[src/hdl/udp_lb_pkg.sv]
`default_nettype none

package udp_lb_pkg;

	localparam logic [15:0] LOCAL_PORT = 16'hd002;	// udp port answered by the bridge

	// transmit buffer, counted in 64-bit local bus words
	localparam int TX_FIFO_WORDS = 8;
	localparam int TX_FIFO_AW = $clog2(TX_FIFO_WORDS);

	localparam logic [15:0] UDP_HDR_BYTES = 16'd8;	// udp header, not part of the payload

	typedef enum logic [1:0] {
		RX_IDLE,
		RX_DATA,
		RX_TAIL
	} rx_state_t;

	typedef enum logic [2:0] {
		TX_IDLE,
		TX_REQUEST,
		TX_REQACK,
		TX_START,
		TX_DATA,
		TX_TAIL
	} tx_state_t;

endpackage

`default_nettype wire

[src/hdl/udp_lb_ifs.sv]
`timescale 1ns/100ps
`default_nettype none

// payload bytes from the port filter to the word packer
interface udp_byte_if;
	logic [7:0] data;
	logic       dven;	// one payload byte per cycle
	logic       error;	// byte came in with rx_error
	logic       last;	// single cycle after the final byte, dven low

	modport source (output data, dven, error, last);
	modport sink (input data, dven, error, last);
endinterface

// byte-wide read side of the transmit buffer
interface fifo_rd_if;
	logic       rd_en;
	logic [7:0] data;
	logic       valid;	// data answers the rd_en of the previous cycle
	logic       empty;

	modport source (input rd_en, output data, valid, empty);
	modport sink (output rd_en, input data, valid, empty);
endinterface

`default_nettype wire

[src/hdl/udp_rx_port_filter.sv]
`timescale 1ns/100ps
`default_nettype none

module udp_rx_port_filter
	import udp_lb_pkg::*;
(
	input  logic        clk,
	input  logic        reset,
	input  logic        rx_newhead,
	input  logic        rx_dven,
	input  logic        rx_error,
	input  logic [7:0]  rx_data,
	input  logic [15:0] rx_dstport,
	input  logic [15:0] rx_srcport,
	input  logic [15:0] rx_length,
	output logic [15:0] reply_srcport,
	output logic [15:0] reply_dstport,
	output logic [15:0] rx_payload_length,
	output logic [15:0] rx_err_count,
	udp_byte_if.source  bytes
);

	rx_state_t   state;
	rx_state_t   state_nxt;
	logic        accept;
	logic        got_byte;	// payload has started in this frame
	logic [15:0] udp_length;

	// only a header addressed to us starts a frame
	assign accept = (state == RX_IDLE) && rx_newhead && (rx_dstport == LOCAL_PORT);

	always_comb begin
		state_nxt = state;
		case (state)
			RX_IDLE: state_nxt = accept ? RX_DATA : RX_IDLE;
			RX_DATA: state_nxt = (got_byte && !rx_dven) ? RX_TAIL : RX_DATA;
			RX_TAIL: state_nxt = RX_IDLE;
			default: state_nxt = RX_IDLE;
		endcase
	end

	always_ff @(posedge clk) begin
		if (reset) begin
			state <= RX_IDLE;
			got_byte <= 1'b0;
		end else begin
			state <= state_nxt;
			if (state == RX_DATA)
				got_byte <= got_byte | rx_dven;
			else
				got_byte <= 1'b0;
		end
	end

	// reply goes back with the two ports swapped
	always_ff @(posedge clk) begin
		if (accept) begin
			reply_srcport <= rx_dstport;
			reply_dstport <= rx_srcport;
			udp_length <= rx_length;
		end
	end

	assign rx_payload_length = udp_length - UDP_HDR_BYTES;

	always_ff @(posedge clk) begin
		if (reset) begin
			bytes.dven <= 1'b0;
			bytes.error <= 1'b0;
		end else begin
			bytes.dven <= (state == RX_DATA) && rx_dven;
			bytes.error <= (state == RX_DATA) && rx_dven && rx_error;
		end
	end

	always_ff @(posedge clk)
		bytes.data <= rx_data;	// one cycle behind the engine

	assign bytes.last = (state == RX_TAIL);

	// per-frame error count, held until the next accepted header
	always_ff @(posedge clk) begin
		if (reset)
			rx_err_count <= '0;
		else if (accept)
			rx_err_count <= '0;
		else if (bytes.dven && bytes.error)
			rx_err_count <= rx_err_count + 16'd1;
	end

	// last closes a frame that delivered bytes and never overlaps one
	a_last_after_data: assert property (@(posedge clk) disable iff (reset)
		bytes.last |-> !bytes.dven && $past(bytes.dven));

endmodule

`default_nettype wire

[src/hdl/rx_word_packer.sv]
`timescale 1ns/100ps
`default_nettype none

module rx_word_packer (
	input  logic        clk,
	input  logic        reset,
	udp_byte_if.sink    bytes,
	output logic [63:0] lb_rx_data,
	output logic        lb_rx_dv
);

	logic [2:0]  byte_idx;	// next byte lane, lsb first
	logic [63:0] word;
	logic        word_full;
	logic        flush;

	assign word_full = bytes.dven && (byte_idx == 3'd7);
	assign flush = !bytes.dven && bytes.last && (byte_idx != 3'd0);

	// word is kept cleared between uses so a flushed word reads zero above the data
	always_ff @(posedge clk) begin
		if (reset) begin
			byte_idx <= '0;
			word <= '0;
			lb_rx_dv <= 1'b0;
		end else begin
			lb_rx_dv <= word_full || flush;
			if (bytes.dven) begin
				byte_idx <= byte_idx + 3'd1;
				if (word_full)
					word <= '0;
				else
					word[byte_idx*8 +: 8] <= bytes.data;
			end else if (flush) begin
				byte_idx <= '0;
				word <= '0;
			end
		end
	end

	always_ff @(posedge clk) begin
		if (word_full)
			lb_rx_data <= {bytes.data, word[55:0]};
		else if (flush)
			lb_rx_data <= word;
	end

	a_dv_single: assert property (@(posedge clk) disable iff (reset)
		lb_rx_dv |=> !lb_rx_dv);

endmodule

`default_nettype wire

[src/hdl/tx_word_fifo.sv]
`timescale 1ns/100ps
`default_nettype none

module tx_word_fifo
	import udp_lb_pkg::*;
(
	input  logic        clk,
	input  logic        reset,
	input  logic [63:0] lb_tx_data,
	input  logic        lb_tx_en,
	fifo_rd_if.source   rd
);

	logic [63:0]           mem [TX_FIFO_WORDS];
	logic [TX_FIFO_AW-1:0] wr_ptr;
	logic [TX_FIFO_AW-1:0] rd_ptr;
	logic [TX_FIFO_AW:0]   words;	// words with at least one unread byte
	logic [2:0]            byte_sel;	// byte lane of the word under rd_ptr
	logic                  full;
	logic                  wr_ok;
	logic                  rd_ok;
	logic                  word_done;

	assign full = (words == (TX_FIFO_AW+1)'(TX_FIFO_WORDS));
	assign rd.empty = (words == '0);
	assign wr_ok = lb_tx_en && !full;	// writes while full are lost
	assign rd_ok = rd.rd_en && !rd.empty;
	assign word_done = rd_ok && (byte_sel == 3'd7);

	always_ff @(posedge clk) begin
		if (wr_ok)
			mem[wr_ptr] <= lb_tx_data;
	end

	always_ff @(posedge clk) begin
		if (rd_ok)
			rd.data <= mem[rd_ptr][byte_sel*8 +: 8];
	end

	always_ff @(posedge clk) begin
		if (reset) begin
			wr_ptr <= '0;
			rd_ptr <= '0;
			words <= '0;
			byte_sel <= '0;
			rd.valid <= 1'b0;
		end else begin
			rd.valid <= rd_ok;
			if (wr_ok)
				wr_ptr <= wr_ptr + 1'b1;
			if (rd_ok)
				byte_sel <= byte_sel + 3'd1;
			if (word_done)
				rd_ptr <= rd_ptr + 1'b1;	// word retires after its 8th byte
			case ({wr_ok, word_done})
				2'b10:   words <= words + 1'b1;
				2'b01:   words <= words - 1'b1;
				default: words <= words;
			endcase
		end
	end

	a_no_overflow: assert property (@(posedge clk) disable iff (reset)
		lb_tx_en |-> !full)
		else $error("tx_word_fifo: local bus write while full, word dropped");

endmodule

`default_nettype wire

[src/hdl/udp_tx_sequencer.sv]
`timescale 1ns/100ps
`default_nettype none

module udp_tx_sequencer
	import udp_lb_pkg::*;
(
	input  logic        clk,
	input  logic        reset,
	input  logic [15:0] tx_length,
	input  logic        udp_ack,
	fifo_rd_if.sink     rd,
	output logic        udp_request,
	output logic [7:0]  tx_data,
	output logic        tx_dven,
	output logic        tx_error,
	output logic [15:0] tx_udp_length
);

	tx_state_t   state;
	tx_state_t   state_nxt;
	logic [15:0] byte_cnt;	// bytes still owed to the engine
	logic [15:0] rd_left;	// fifo reads not issued yet

	always_comb begin
		state_nxt = state;
		case (state)
			TX_IDLE:    state_nxt = rd.empty ? TX_IDLE : TX_REQUEST;
			TX_REQUEST: state_nxt = TX_REQACK;
			TX_REQACK:  state_nxt = udp_ack ? TX_START : TX_REQACK;
			TX_START:   state_nxt = TX_DATA;
			// stop on the final byte or when the buffer ran dry
			TX_DATA:    state_nxt = (!rd.valid || byte_cnt == 16'd1) ? TX_TAIL : TX_DATA;
			TX_TAIL:    state_nxt = TX_IDLE;
			default:    state_nxt = TX_IDLE;
		endcase
	end

	// one read per cycle from TX_START on, halted as soon as a read comes back empty
	always_comb begin
		if (state == TX_START)
			rd.rd_en = (tx_length != 16'd0);
		else
			rd.rd_en = (state == TX_DATA) && rd.valid && (rd_left != 16'd0);
	end

	always_ff @(posedge clk) begin
		if (reset) begin
			state <= TX_IDLE;
			byte_cnt <= '0;
			rd_left <= '0;
		end else begin
			state <= state_nxt;
			if (state == TX_START) begin
				byte_cnt <= tx_length;
				rd_left <= tx_length - {15'd0, rd.rd_en};
			end else begin
				if (tx_dven)
					byte_cnt <= byte_cnt - 16'd1;
				if (rd.rd_en)
					rd_left <= rd_left - 16'd1;
			end
		end
	end

	assign udp_request = (state == TX_REQUEST);
	assign tx_dven = (state == TX_DATA) && rd.valid;
	assign tx_data = rd.data;
	assign tx_error = (state == TX_TAIL) && (byte_cnt != 16'd0);	// frame ran short
	assign tx_udp_length = tx_length + UDP_HDR_BYTES;

	// never more bytes to the engine than the latched frame length
	a_dven_owed: assert property (@(posedge clk) disable iff (reset)
		tx_dven |-> byte_cnt != 16'd0);

endmodule

`default_nettype wire

[src/hdl/udp_lb_bridge.sv]
`timescale 1ns/100ps
`default_nettype none

module udp_lb_bridge (
	input  logic        clk,
	input  logic        reset,
	// engine receive side
	input  logic        rx_newhead,
	input  logic        rx_dven,
	input  logic        rx_error,
	input  logic [7:0]  rx_data,
	input  logic [15:0] rx_dstport,
	input  logic [15:0] rx_srcport,
	input  logic [15:0] rx_length,
	// engine transmit side
	output logic [15:0] tx_srcport,
	output logic [15:0] tx_dstport,
	output logic [15:0] tx_udp_length,
	output logic [7:0]  tx_data,
	output logic        tx_dven,
	output logic        tx_error,
	output logic        udp_request,
	input  logic        udp_ack,
	input  logic [15:0] tx_length,
	// local bus
	output logic [63:0] lb_rx_data,
	output logic        lb_rx_dv,
	input  logic [63:0] lb_tx_data,
	input  logic        lb_tx_en,
	output logic [15:0] rx_payload_length,
	output logic [15:0] rx_err_count
);

	udp_byte_if rx_bytes ();
	fifo_rd_if  tx_rd ();

	udp_rx_port_filter u_filter (
		.clk               (clk),
		.reset             (reset),
		.rx_newhead        (rx_newhead),
		.rx_dven           (rx_dven),
		.rx_error          (rx_error),
		.rx_data           (rx_data),
		.rx_dstport        (rx_dstport),
		.rx_srcport        (rx_srcport),
		.rx_length         (rx_length),
		.reply_srcport     (tx_srcport),	// our port goes out as source
		.reply_dstport     (tx_dstport),
		.rx_payload_length (rx_payload_length),
		.rx_err_count      (rx_err_count),
		.bytes             (rx_bytes.source)
	);

	rx_word_packer u_packer (
		.clk        (clk),
		.reset      (reset),
		.bytes      (rx_bytes.sink),
		.lb_rx_data (lb_rx_data),
		.lb_rx_dv   (lb_rx_dv)
	);

	tx_word_fifo u_tx_fifo (
		.clk        (clk),
		.reset      (reset),
		.lb_tx_data (lb_tx_data),
		.lb_tx_en   (lb_tx_en),
		.rd         (tx_rd.source)
	);

	udp_tx_sequencer u_tx_seq (
		.clk           (clk),
		.reset         (reset),
		.tx_length     (tx_length),
		.udp_ack       (udp_ack),
		.rd            (tx_rd.sink),
		.udp_request   (udp_request),
		.tx_data       (tx_data),
		.tx_dven       (tx_dven),
		.tx_error      (tx_error),
		.tx_udp_length (tx_udp_length)
	);

endmodule

`default_nettype wire

[config.mk]
export PLATFORM = sky130hd
export DESIGN_NAME = udp_lb_bridge
export DESIGN_NICKNAME = d
export VERILOG_FILES = /design/src/hdl/udp_lb_pkg.sv /design/src/hdl/udp_lb_ifs.sv /design/src/hdl/udp_rx_port_filter.sv /design/src/hdl/rx_word_packer.sv /design/src/hdl/tx_word_fifo.sv /design/src/hdl/udp_tx_sequencer.sv /design/src/hdl/udp_lb_bridge.sv
export SDC_FILE = /design/constraint.sdc
export NUM_CORES = 1
export LEC_CHECK = 0
export ABC_CLOCK_PERIOD_IN_PS = 9100
export CORE_MARGIN = 3
export CORE_UTILIZATION = 55
export CTS_CLUSTER_SIZE = 14
export DETAILED_ROUTE_END_ITERATION = 12
export DONT_BUFFER_PORTS = 1
export PLACE_DENSITY = 0.72
export SETUP_SLACK_MARGIN = 0.15
export SLEW_MARGIN = 20
export SYNTH_ARGS = -nofsm -noshare
export SYNTH_HDL_FRONTEND = slang
export SYNTH_SLANG_ARGS = --single-unit
[constraint.sdc]
create_clock -name clk -period 9.1 [get_ports clk]
set_input_delay 0.91 -clock clk [delete_from_list [all_inputs] [get_ports clk]]
set_output_delay 0.91 -clock clk [all_outputs]
set_load 0.005 [all_outputs]
### After elaboration in Yosys (flattened, before gate mapping)

Memories as Yosys holds them, arrays and structs flattened. A register that Yosys moved wholly into a read port is not among the register bits.
Cells that the tools add are included.
Widths: inputs -> output; s select.

| storage, ports and cells | value |
|---|---|
| input port bits | 143 |
| word-level logic and storage cells | 116 |
| register bits | 266 |
| output and inout port bits | 156 |
| memories | 1 |
| bits in writable memories | 512 |

Memory list:

| name | words | bits a word | rd ports | clocked after Yosys merged registers in | write ports | line | source |
|---|---|---|---|---|---|---|---|
| u_tx_fifo.mem | 8 | 64 | 1 | 1 | 1 | tx_word_fifo.sv:14 | `logic [63:0] mem [TX_FIFO_WORDS];` |

| operators by class | value |
|---|---|
| shift operators | 3 |
| add/subtract/negate cells | 13 |
| bitwise gates (word level) | 2 |
| equality and inequality tests | 14 |
| multiplexer cells | 25 |
| reductions and logical operators | 36 |

Operators by type and width:

| kind | count |
|---|---|
| $mux 64 | 5 |
| $bwmux 64 | 1 |
| $mux 16 | 4 |
| $shift 8x34->64 const A | 1 |
| $shiftx 64x7->8 | 1 |
| $shiftx 8x34->64 | 1 |
| $reduce_bool 16->1 | 3 |
| $neg 6->34 | 1 |
| $sub 16x1->16 const B | 2 |
| $add 16x1->16 const B | 1 |
| $add 16x4->16 const B | 1 |
| $eq 16x1->1 const B | 1 |
| $eq 16x16->1 const B | 1 |
| $sub 16x1->16 | 1 |
| $sub 16x4->16 const B | 1 |
| $logic_and 1x1->1 | 15 |
| $pmux 3 s5 | 1 |
| $add 3x1->3 const B | 4 |
| $eq 3x3->1 const B | 4 |
| $mux 3 | 4 |
| $reduce_bool 2->1 | 5 |
| $pmux 4 s2 | 1 |
| $mux 1 | 7 |
| $eq 3x2->1 const B | 2 |
| other kinds (17) | 25 |

### Longest topological paths before layout

Gate-level depths: netlist of run 1.

| depth | value |
|---|---|
| word-level depth | 8 |
| mapped depth | 14 |
| mapped depth without buffers | 13 |

### Hierarchy

Synthesis of run 1 repeated with hierarchy kept, for this count alone.

| second synthesis, totals | value |
|---|---|
| cell total of the unflattened synthesis | 1824 |
| area, all modules | 30943.4 sq um |

By module, submodules not included:

| module | times used | area each (sq um) | cells each | seq. area each (sq um) |
|---|---|---|---|---|
| tx_word_fifo | 1 | 20613.5 | 932 | 15955.3 |
| rx_word_packer | 1 | 4813.4 | 355 | 3283.1 |
| udp_rx_port_filter | 1 | 2798.9 | 196 | 2021.9 |
| udp_tx_sequencer | 1 | 2717.6 | 341 | 700.7 |

### Least setup slack after synthesis of run 1

No wires, ideal clock.

| timing | value |
|---|---|
| kind | input to register |
| start point | input port lb_tx_en |
| end point | memory u_tx_fifo.mem[4][0] (enable) |
| arrival time | 8051 ps |
| required time | 8434 ps |
| setup slack | 383 ps |
| stages on the path | 3 |
| buffers on the path | 0 |
| cells stage by stage | a21boi_1 > inv_1 > nor4b_1 |

| between the ends | value |
|---|---|
| word-level cells in the longest chain between the ends | 3 |

RTL lines:

| what | line | source |
|---|---|---|
| start: declaration | udp_lb_bridge.sv:29 | `input logic lb_tx_en,` |
| $logic_and 1x1->1 | tx_word_fifo.sv:26 | `assign wr_ok = lb_tx_en && !full;` |
| $mux 1 | tx_word_fifo.sv:31 | `if (wr_ok)` |
| $mux 1 (not written as such) | tx_word_fifo.sv:32 | `mem[wr_ptr] <= lb_tx_data;` |
| end: declaration | tx_word_fifo.sv:14 |  |

No other way between the ends.

### Worst setup path after layout of run 1

| timing | value |
|---|---|
| start point | register u_tx_seq.state[1] |
| end point | register u_tx_fifo.words[3] |

| between the ends | value |
|---|---|
| word-level cells in the longest chain between the ends | 8 |
| elaborated cells between the ends (all ways) | 11 |

RTL lines:

| what | line | source |
|---|---|---|
| start: declaration | udp_tx_sequencer.sv:19 | `tx_state_t state;` |
| start signal: assignment | udp_tx_sequencer.sv:52 | `state <= state_nxt;` |
| $eq 3x3->1 * | - |  |
| $logic_and 1x1->1 * | - |  |
| net tx_dven | udp_lb_bridge.sv:20 | `output logic tx_dven,` |
| $logic_and 1x1->1 * | udp_tx_sequencer.sv:43 | `rd.rd_en = (state == TX_DATA) && rd.valid && (rd_left != 16'd0);` |
| $mux 1 * | udp_tx_sequencer.sv:40 | `if (state == TX_START)` |
| $logic_and 1x1->1 * | tx_word_fifo.sv:27 | `assign rd_ok = rd.rd_en && !rd.empty;` |
| $logic_and 1x1->1 * | tx_word_fifo.sv:28 | `assign word_done = rd_ok && (byte_sel == 3'd7);` |
| net u_tx_fifo.word_done | tx_word_fifo.sv:22 | `logic word_done;` |
| $eq 2x1->1 / $eq 2x2->1 (equally long branches) | tx_word_fifo.sv:55 | `case ({wr_ok, word_done})` |
| $pmux 4 s2 / $reduce_bool 2->1 (equally long branches) | - |  |
| end signal: assignment | tx_word_fifo.sv:56 | `2'b10: words <= words + 1'b1;` |
| end signal: assignment | tx_word_fifo.sv:57 | `2'b01: words <= words - 1'b1;` |
| end signal: assignment | tx_word_fifo.sv:58 | `default: words <= words;` |
| end: declaration | tx_word_fifo.sv:17 | `logic [TX_FIFO_AW:0] words;` |

The timed path passes the listed nets; every way through them passes the cells marked *.
A chain may end at the register's enable or synchronous reset.

==> summary.md, run 1 <==
| Metric | Value |
|---|---|
| Slew HR | `0.2938` |
| # resized after CTS | `0` |
| Largest net degree at the start of global routing | `128` |
| Run status | `finished, final reports clean` |
| IO Pins | `299` |
| First-pass DRT Iterations | `5` |
| Met3 wire length | `5551 um` |
| Final Hold Viols | `0` |
| Setup-failing EPs final | `0` |
| Worst path arrival time | `4.34 ns` |
| CTS tree | `done` |
| Clock insertion delay at the later pin of the skew report | `0.63 ns` |
| Number of synthesized flops with an enable pin | `632` |
| Hpwl dp | `39,870 um` |
| WL/cell | `25.31 um` |
| GRT overflow | `0` |
| Worst clock skew | `0.02183 ns` |
| Kind of cell adding the most delay to the critical path | `simple AND/OR/NAND/NOR gates` |
| Worst hold path class | `in2reg` |
| Met2 wire len | `33,670 um` |
| Async S/R FF share, synth | `0` |
| Critical Path Source Type | `register` |
| FMAX | `262.9 MHz` |
| Final Cell Area | `33,960 um2` |
| Syn_nets | `2,010` |
| Setup bufs post-CTS | `0` |
| Die Area | `58,610 um2` |
| Worst slew pin tran | `1.059 ns` |
| Vias per inst | `6.272` |
| CP Cell Sequence | `nand4bb_1 > inv_1 > a21oi_1 > nor3_2 > ha_1 > nor4bb_1 > a21oi_1 > o21a_1 > or3_1 > a21oi_1` |
| Combinational Power Share | `0.026` |
| Htree depth | `3` |
| Max_cap viols | `0` |
| Vias in the first global route | `16,720` |
| Worst Path Buf+Inv | `1` |
| Layout net count | `2,001` |
| Final wirelength | `66,770 um` |
| Largest fanout on the critical path | `16` |
| Sink Count | `781` |
| Clock power share | `0.439` |
| Clock Path Buffers | `3` |
| Routed Antenna Nets | `0` |
| Height of the die | `242.1 um` |
| Unrepaired setup endpoints after global routing | `false` |
| Initial antenna violation count | `2` |
| Global-route wire length before repair | `101,400 um` |
| Max stage delay on crit path | `0.66 ns` |
| Final core occ | `0.6237` |
| Switch Pwr | `1468 uW` |
| P_leak | `0.01065 uW` |
| Placed Area | `31,270 um2` |
| Starting DRT DRC Count | `1,434` |
| GRT Total Usage | `0.2253` |
| Initial Util | `0.5630` |
| CTS root buffer | `clkbuf_16` |
| Area of the core | `54,450 um2` |
| Top cell by count, worst path | `a21oi_1` |
| Seq cells post-synth | `781` |
| Synthesized instance count | `1,846` |
| CP max stage cell | `inv_1` |
| WS Path Type | `reg2reg` |
| Area grow syn2layout | `10.80%` |
| Cell Area, Synth | `30,650 um2` |
| DR DRC count | `0` |
| Clock-pin slew of the registers on the worst-case setup and hold paths | `0.06 ns` |
| Buffers added on ports | `0` |
| Post-cts hold buffer count | `0` |
| Yosys cell types | `70` |
| Layout fillers | `3,799` |
| TritonCTS Buffers | `78` |
| Top layer in use | `met4` |
| Final GP Congestion | `0.8793` |
| Main synth FF type | `edfxtp_1` |
| Share of cells above drive strength 1 | `0.1718` |
| Mean Syn Cell Area | `16.61 um2` |
| Die width | `242.1 um` |
| Setup TNS | `0 ns` |
| Pwr per Cell Area | `217.8 nW/um2` |
| Tmin final | `3.803 ns` |
| Worst endpoint required time | `9.64 ns` |
| DRT met1 WL | `25,160 um` |
| Peak supply drop | `0.2102 mV` |
| Sequential share of power | `0.535` |
| Via count | `16,550` |
| Crit share post-route | `0.4180` |
| Max Slew Vio Count | `0` |
| Internal power | `5930 uW` |
| Net Sw Frac | `0.1984` |
| Synth warn | `0` |
| Post-synthesis sequential area ratio | `0.7164` |
| Crit. End Element | `register` |
| FP Rows | `85` |
-- state kept, by name (all words and copies together), names as in the netlist, 3 cells and up, named ones only --
| signal | flops |
|---|---|
| u_tx_fifo.mem | 512 |
| u_packer.lb_rx_data | 64 |
| u_packer.word | 64 |
| u_filter.reply_dstport | 16 |
| u_filter.reply_srcport | 16 |
| u_filter.rx_err_count | 16 |
| u_filter.udp_length | 16 |
| u_tx_seq.byte_cnt | 16 |
| u_tx_seq.rd_left | 16 |
| u_filter.bytes.data | 8 |
| u_tx_fifo.rd.data | 8 |
| u_tx_fifo.words | 4 |
| u_packer.byte_idx | 3 |
| u_tx_fifo.byte_sel | 3 |
| u_tx_fifo.rd_ptr | 3 |
| u_tx_fifo.wr_ptr | 3 |
| u_tx_seq.state | 3 |
-- power groups by stage --
stage                     clock [uW]  sequential [uW]  combinational, uW
after floorplan                    0             4020                160
after global routing            3450             3960                208
final                           3250             3960                192
after detailed placement           0             4040                192
after CTS                       3310             3960                194
after global placement             0             4030                189
-- per-layer routing --
layer  up-vias  global-route usage
li1       7236                   -
met2       707              0.3779
met5         -                   0
met1      8456              0.2803
met3       147             0.06021
met4         0             0.09158
-- synth_stat cells (all sizes together) (23+ instances only) --
cell,instances,area share
edfxtp,632,0.62
nor2,156,0.019
dfxtp,149,0.097
mux4,128,0.094
nand2,81,0.0099
clkbuf,61,0.0091
buf,51,0.0085
a21oi,46,0.0075
xnor2,39,0.011
nand3,33,0.0057
a32oi,32,0.0091
a22oi,31,0.0076
mux2i,28,0.0091
xor2,27,0.0077
nand2b,26,0.0053
nand4,25,0.0051
nor3,25,0.0044
nor4,23,0.0055
-- metrics by stage --
stage	setup WS, ns	total power [uW]	hold WS [ns]	cells
4_1_cts	5.242	7466	0.2826	2635
5_1_grt	4.964	7627	0.2848	2638
3_5_place_dp	5.273	4228	0.4167	2494
6_report	5.297	7399	0.3111	2638
3_3_place_gp	5.401	4219	0.4139	2494
2_1_floorplan	0.3831	4184	0.4081	1846
-- cell type report --
class                   count  area, um2  share of cell area
diodes                      1      2.502          0.00007368
clock buffers             101       2141             0.06303
clock inverters            40      498.0             0.01466
inverters                  23      86.33            0.002542
multi-input cells         930       8134              0.2395
flip-flops and latches    781      21970              0.6469
well taps                 739      924.6             0.02722
repair buffers             23      205.2            0.006042
-- final timing paths --
path                            slack, ns                                 to  depth (start not counted)                           start
worst max register to register       5.30    u_tx_fifo.words[3]$_SDFFE_PP0P_                         10    u_tx_seq.state[1]$_SDFF_PP0_
worst max-delay path                 5.30    u_tx_fifo.words[3]$_SDFFE_PP0P_                         10    u_tx_seq.state[1]$_SDFF_PP0_
worst min-delay path                 0.31     u_filter.bytes.data[4]$_DFF_P_                          0                      rx_data[4]
worst min register to register       0.43  u_packer.lb_rx_data[48]$_DFFE_PP_                          0  u_packer.word[48]$_SDFFE_PP0P_
-- placed cells by master (no fill, tap or decap), drive strengths merged, types with 27 or more instances in the layout --
master	instances
dfxtp	149
nand3	33
edfxtp	632
clkbuf	101
nor2	156
nand2	81
a32oi	32
xor2	27
mux4	128
a22oi	31
xnor2	39
a21oi	46
mux2i	28
-- kinds of logic after synthesis --
logic type / after synthesis / synth area share
muxes: 178 / 0.1113
AOI/OAI and AO/OA: 198 / 0.04494
xor gates and xnor gates: 66 / 0.01886
DFF: 781 / 0.7164
adders and majority gates: 21 / 0.008571
and+or+nand+nor: 467 / 0.07947
buffers and inverters: 135 / 0.02049
No activity file was read; power rests on OpenSTA's default activity.
==> run 2: changes to the inputs <==
Settings changed: ABC_CLOCK_PERIOD_IN_PS 9100 to 3400.
Clock period 9.1 ns to 3.4 ns, I/O delays scaled along.
==> summary.md, run 2 (synthesized netlist as in run 1, its figures left out) <==
| Metric | Value |
|---|---|
| Most frequent cells in the layout | `632 x edfxtp_1, 154 x nor2_1, 144 x dfxtp_1` |
| WHS | `0.04357 ns` |
| First-pass DRT Iterations | `7` |
| Worst path arrival time | `3.61 ns` |
| CTS root buffer | `clkbuf_16` |
| Hpwl dp | `40,080 um` |
| Register with the most flip-flops | `u_tx_fifo.mem` |
| # resized after CTS | `0` |
| Layout net count | `2,161` |
| Crit share post-route | `0.9061` |
| Clock Path Buffers | `3` |
| Largest net degree at the start of global routing | `124` |
| Power Total | `19,830 uW` |
| Routed Antenna Nets | `0` |
| Share of cells above drive strength 1 | `0.1704` |
| Sink Count | `781` |
| Pwr per Cell Area | `556.1 nW/um2` |
| Storage cell area | `21,980 um2` |
| FMAX | `324.6 MHz` |
| Worst slew pin tran | `0.8908 ns` |
| Via count | `17,250` |
| WL/cell | `24.52 um` |
| Worst clock skew | `0.02213 ns` |
| Starting DRT DRC Count | `1,556` |
| Final GP Congestion | `0.8804` |
| Tmin final | `3.081 ns` |
| Global-route wire length before repair | `106,300 um` |
| CTS tree | `done` |
| Largest registers | `u_tx_fifo.mem (512), u_packer.lb_rx_data (64), u_packer.word (64)` |
| Initial Util | `0.5630` |
| Setup-failing EPs final | `0` |
| Sequential share of power | `0.534` |
| Worst hold path class | `in2reg` |
| Run status | `finished, final reports clean` |
| Footprint of the multi-input gates | `8204 um2` |
| Switch Pwr | `4111 uW` |
| Final core occ | `0.6548` |
| TritonCTS Buffers | `78` |
| GRT Total Usage | `0.2341` |
| Max reg flops | `512` |
| Max_cap viols | `0` |
| Die Area | `58,610 um2` |
| Max Slew Vio Count | `0` |
| Placed Area | `31,700 um2` |
| Clock power share | `0.426` |
| Initial antenna violation count | `6` |
| Commonest non-fill, non-tap cell in the layout | `edfxtp_1` |
| Final wirelength | `68,680 um` |
| Buffers added on ports | `0` |
| IO Pins | `299` |
| Area grow syn2layout | `16.31%` |
| Slew HR | `0.4054` |
| Die width | `242.1 um` |
| Vias per inst | `6.159` |
| Final Cell Area | `35,650 um2` |
| Peak supply drop | `0.5026 mV` |
| Largest fanout on the critical path | `5` |
| P_leak | `0.01133 uW` |
| Critical Path Source Type | `register` |
| Area of the core | `54,450 um2` |
| Final Hold Viols | `0` |
| Height of the die | `242.1 um` |
| DR DRC count | `0` |
| Worst endpoint required time | `3.93 ns` |
| Vias in the first global route | `17,580` |
| Htree depth | `3` |
| Clock-pin slew of the registers on the worst-case setup and hold paths | `0.06 ns` |
| Layout fillers | `3,726` |
| Net Sw Frac | `0.2073` |
| Clock insertion delay at the later pin of the skew report | `0.62 ns` |
| Unrepaired setup endpoints after global routing | `false` |
| Crit. End Element | `register` |
| GRT overflow | `0` |
| R2R Setup Slk | `0.32 ns` |
| Internal power | `15,720 uW` |
| WS Path Type | `reg2reg` |
| Setup bufs post-CTS | `0` |
| FP Rows | `85` |
| Combinational Power Share | `0.040` |
-- run 2: final timing paths --
| check | from | end | cells past startpoint |
|---|---|---|---|
| worst max-delay path | u_tx_seq.rd_left[2]$_SDFFE_PP0P_ | u_tx_fifo.words[2]$_SDFFE_PP0P_ | 11 |
| worst max register to register | u_tx_seq.rd_left[2]$_SDFFE_PP0P_ | u_tx_fifo.words[2]$_SDFFE_PP0P_ | 11 |
| worst min-delay path | reset | u_tx_fifo.rd_ptr[0]$_SDFFE_PP0P_ | 2 |
| worst min register to register | u_packer.word[7]$_SDFFE_PP0P_ | u_packer.lb_rx_data[7]$_DFFE_PP_ | 0 |
-- run 2: worst max-delay path: stages, from the launching register on --
cell and delay, ns:
dfxtp_1 0.35, nor4_1 0.56, nand4_1 0.31, a21oi_1 0.30
nor3_2 0.13, ha_1 0.28, xor2_1 0.17, ha_1 0.19
a21oi_1 0.16, xor2_1 0.10, or3_1 0.31, a21oi_1 0.15
-- run 2: through the flow --
step | setup TNS, ns | cells | setup slack [ns]
final | 0 | 2801 | 0.3193
after global routing | 0 | 2800 | 0.1532
after CTS | 0 | 2799 | 0.3575
after detailed placement | 0 | 2516 | 0.3651
after global placement | 0 | 2516 | 0.4276
after floorplan | -3.738 | 1846 | -0.05841
-- run 2: repair_timing --
action / CTS / global route
endpoints found under the setup margin: 0 / 0
hold endpoints to repair: 691 / 0
hold buffers: 140 / 0
-- run 2: metal layers --
metal	global-route usage	vias up	wire (um)
li1	-	7574	-
met1	0.3052	8818	27120
met2	0.3953	704	34860
met3	0.05279	149	4793
met4	0.07355	6	1873
met5	0	-	34
-- run 2: area by class of cell --
cell class / count / share of cell area
Inverter: 23 / 0.002562
Sequential cell: 781 / 0.6164
Timing Repair Buffer: 183 / 0.05376
Multi-Input combinational cell: 930 / 0.2301
Clock buffer: 103 / 0.05938
Clock inverter: 40 / 0.01172
Tap cell: 739 / 0.02593
Antenna cell: 2 / 0.0001404
-- run 2: power by group through the flow --
stage	Sequential [uW]	Clock [uW]	Combinational, uW
after CTS	10600	8610	786
after detailed placement	10800	0	543
after global routing	10600	9000	847
final	10600	8450	784
after global placement	10800	0	535
after floorplan	10800	0	443
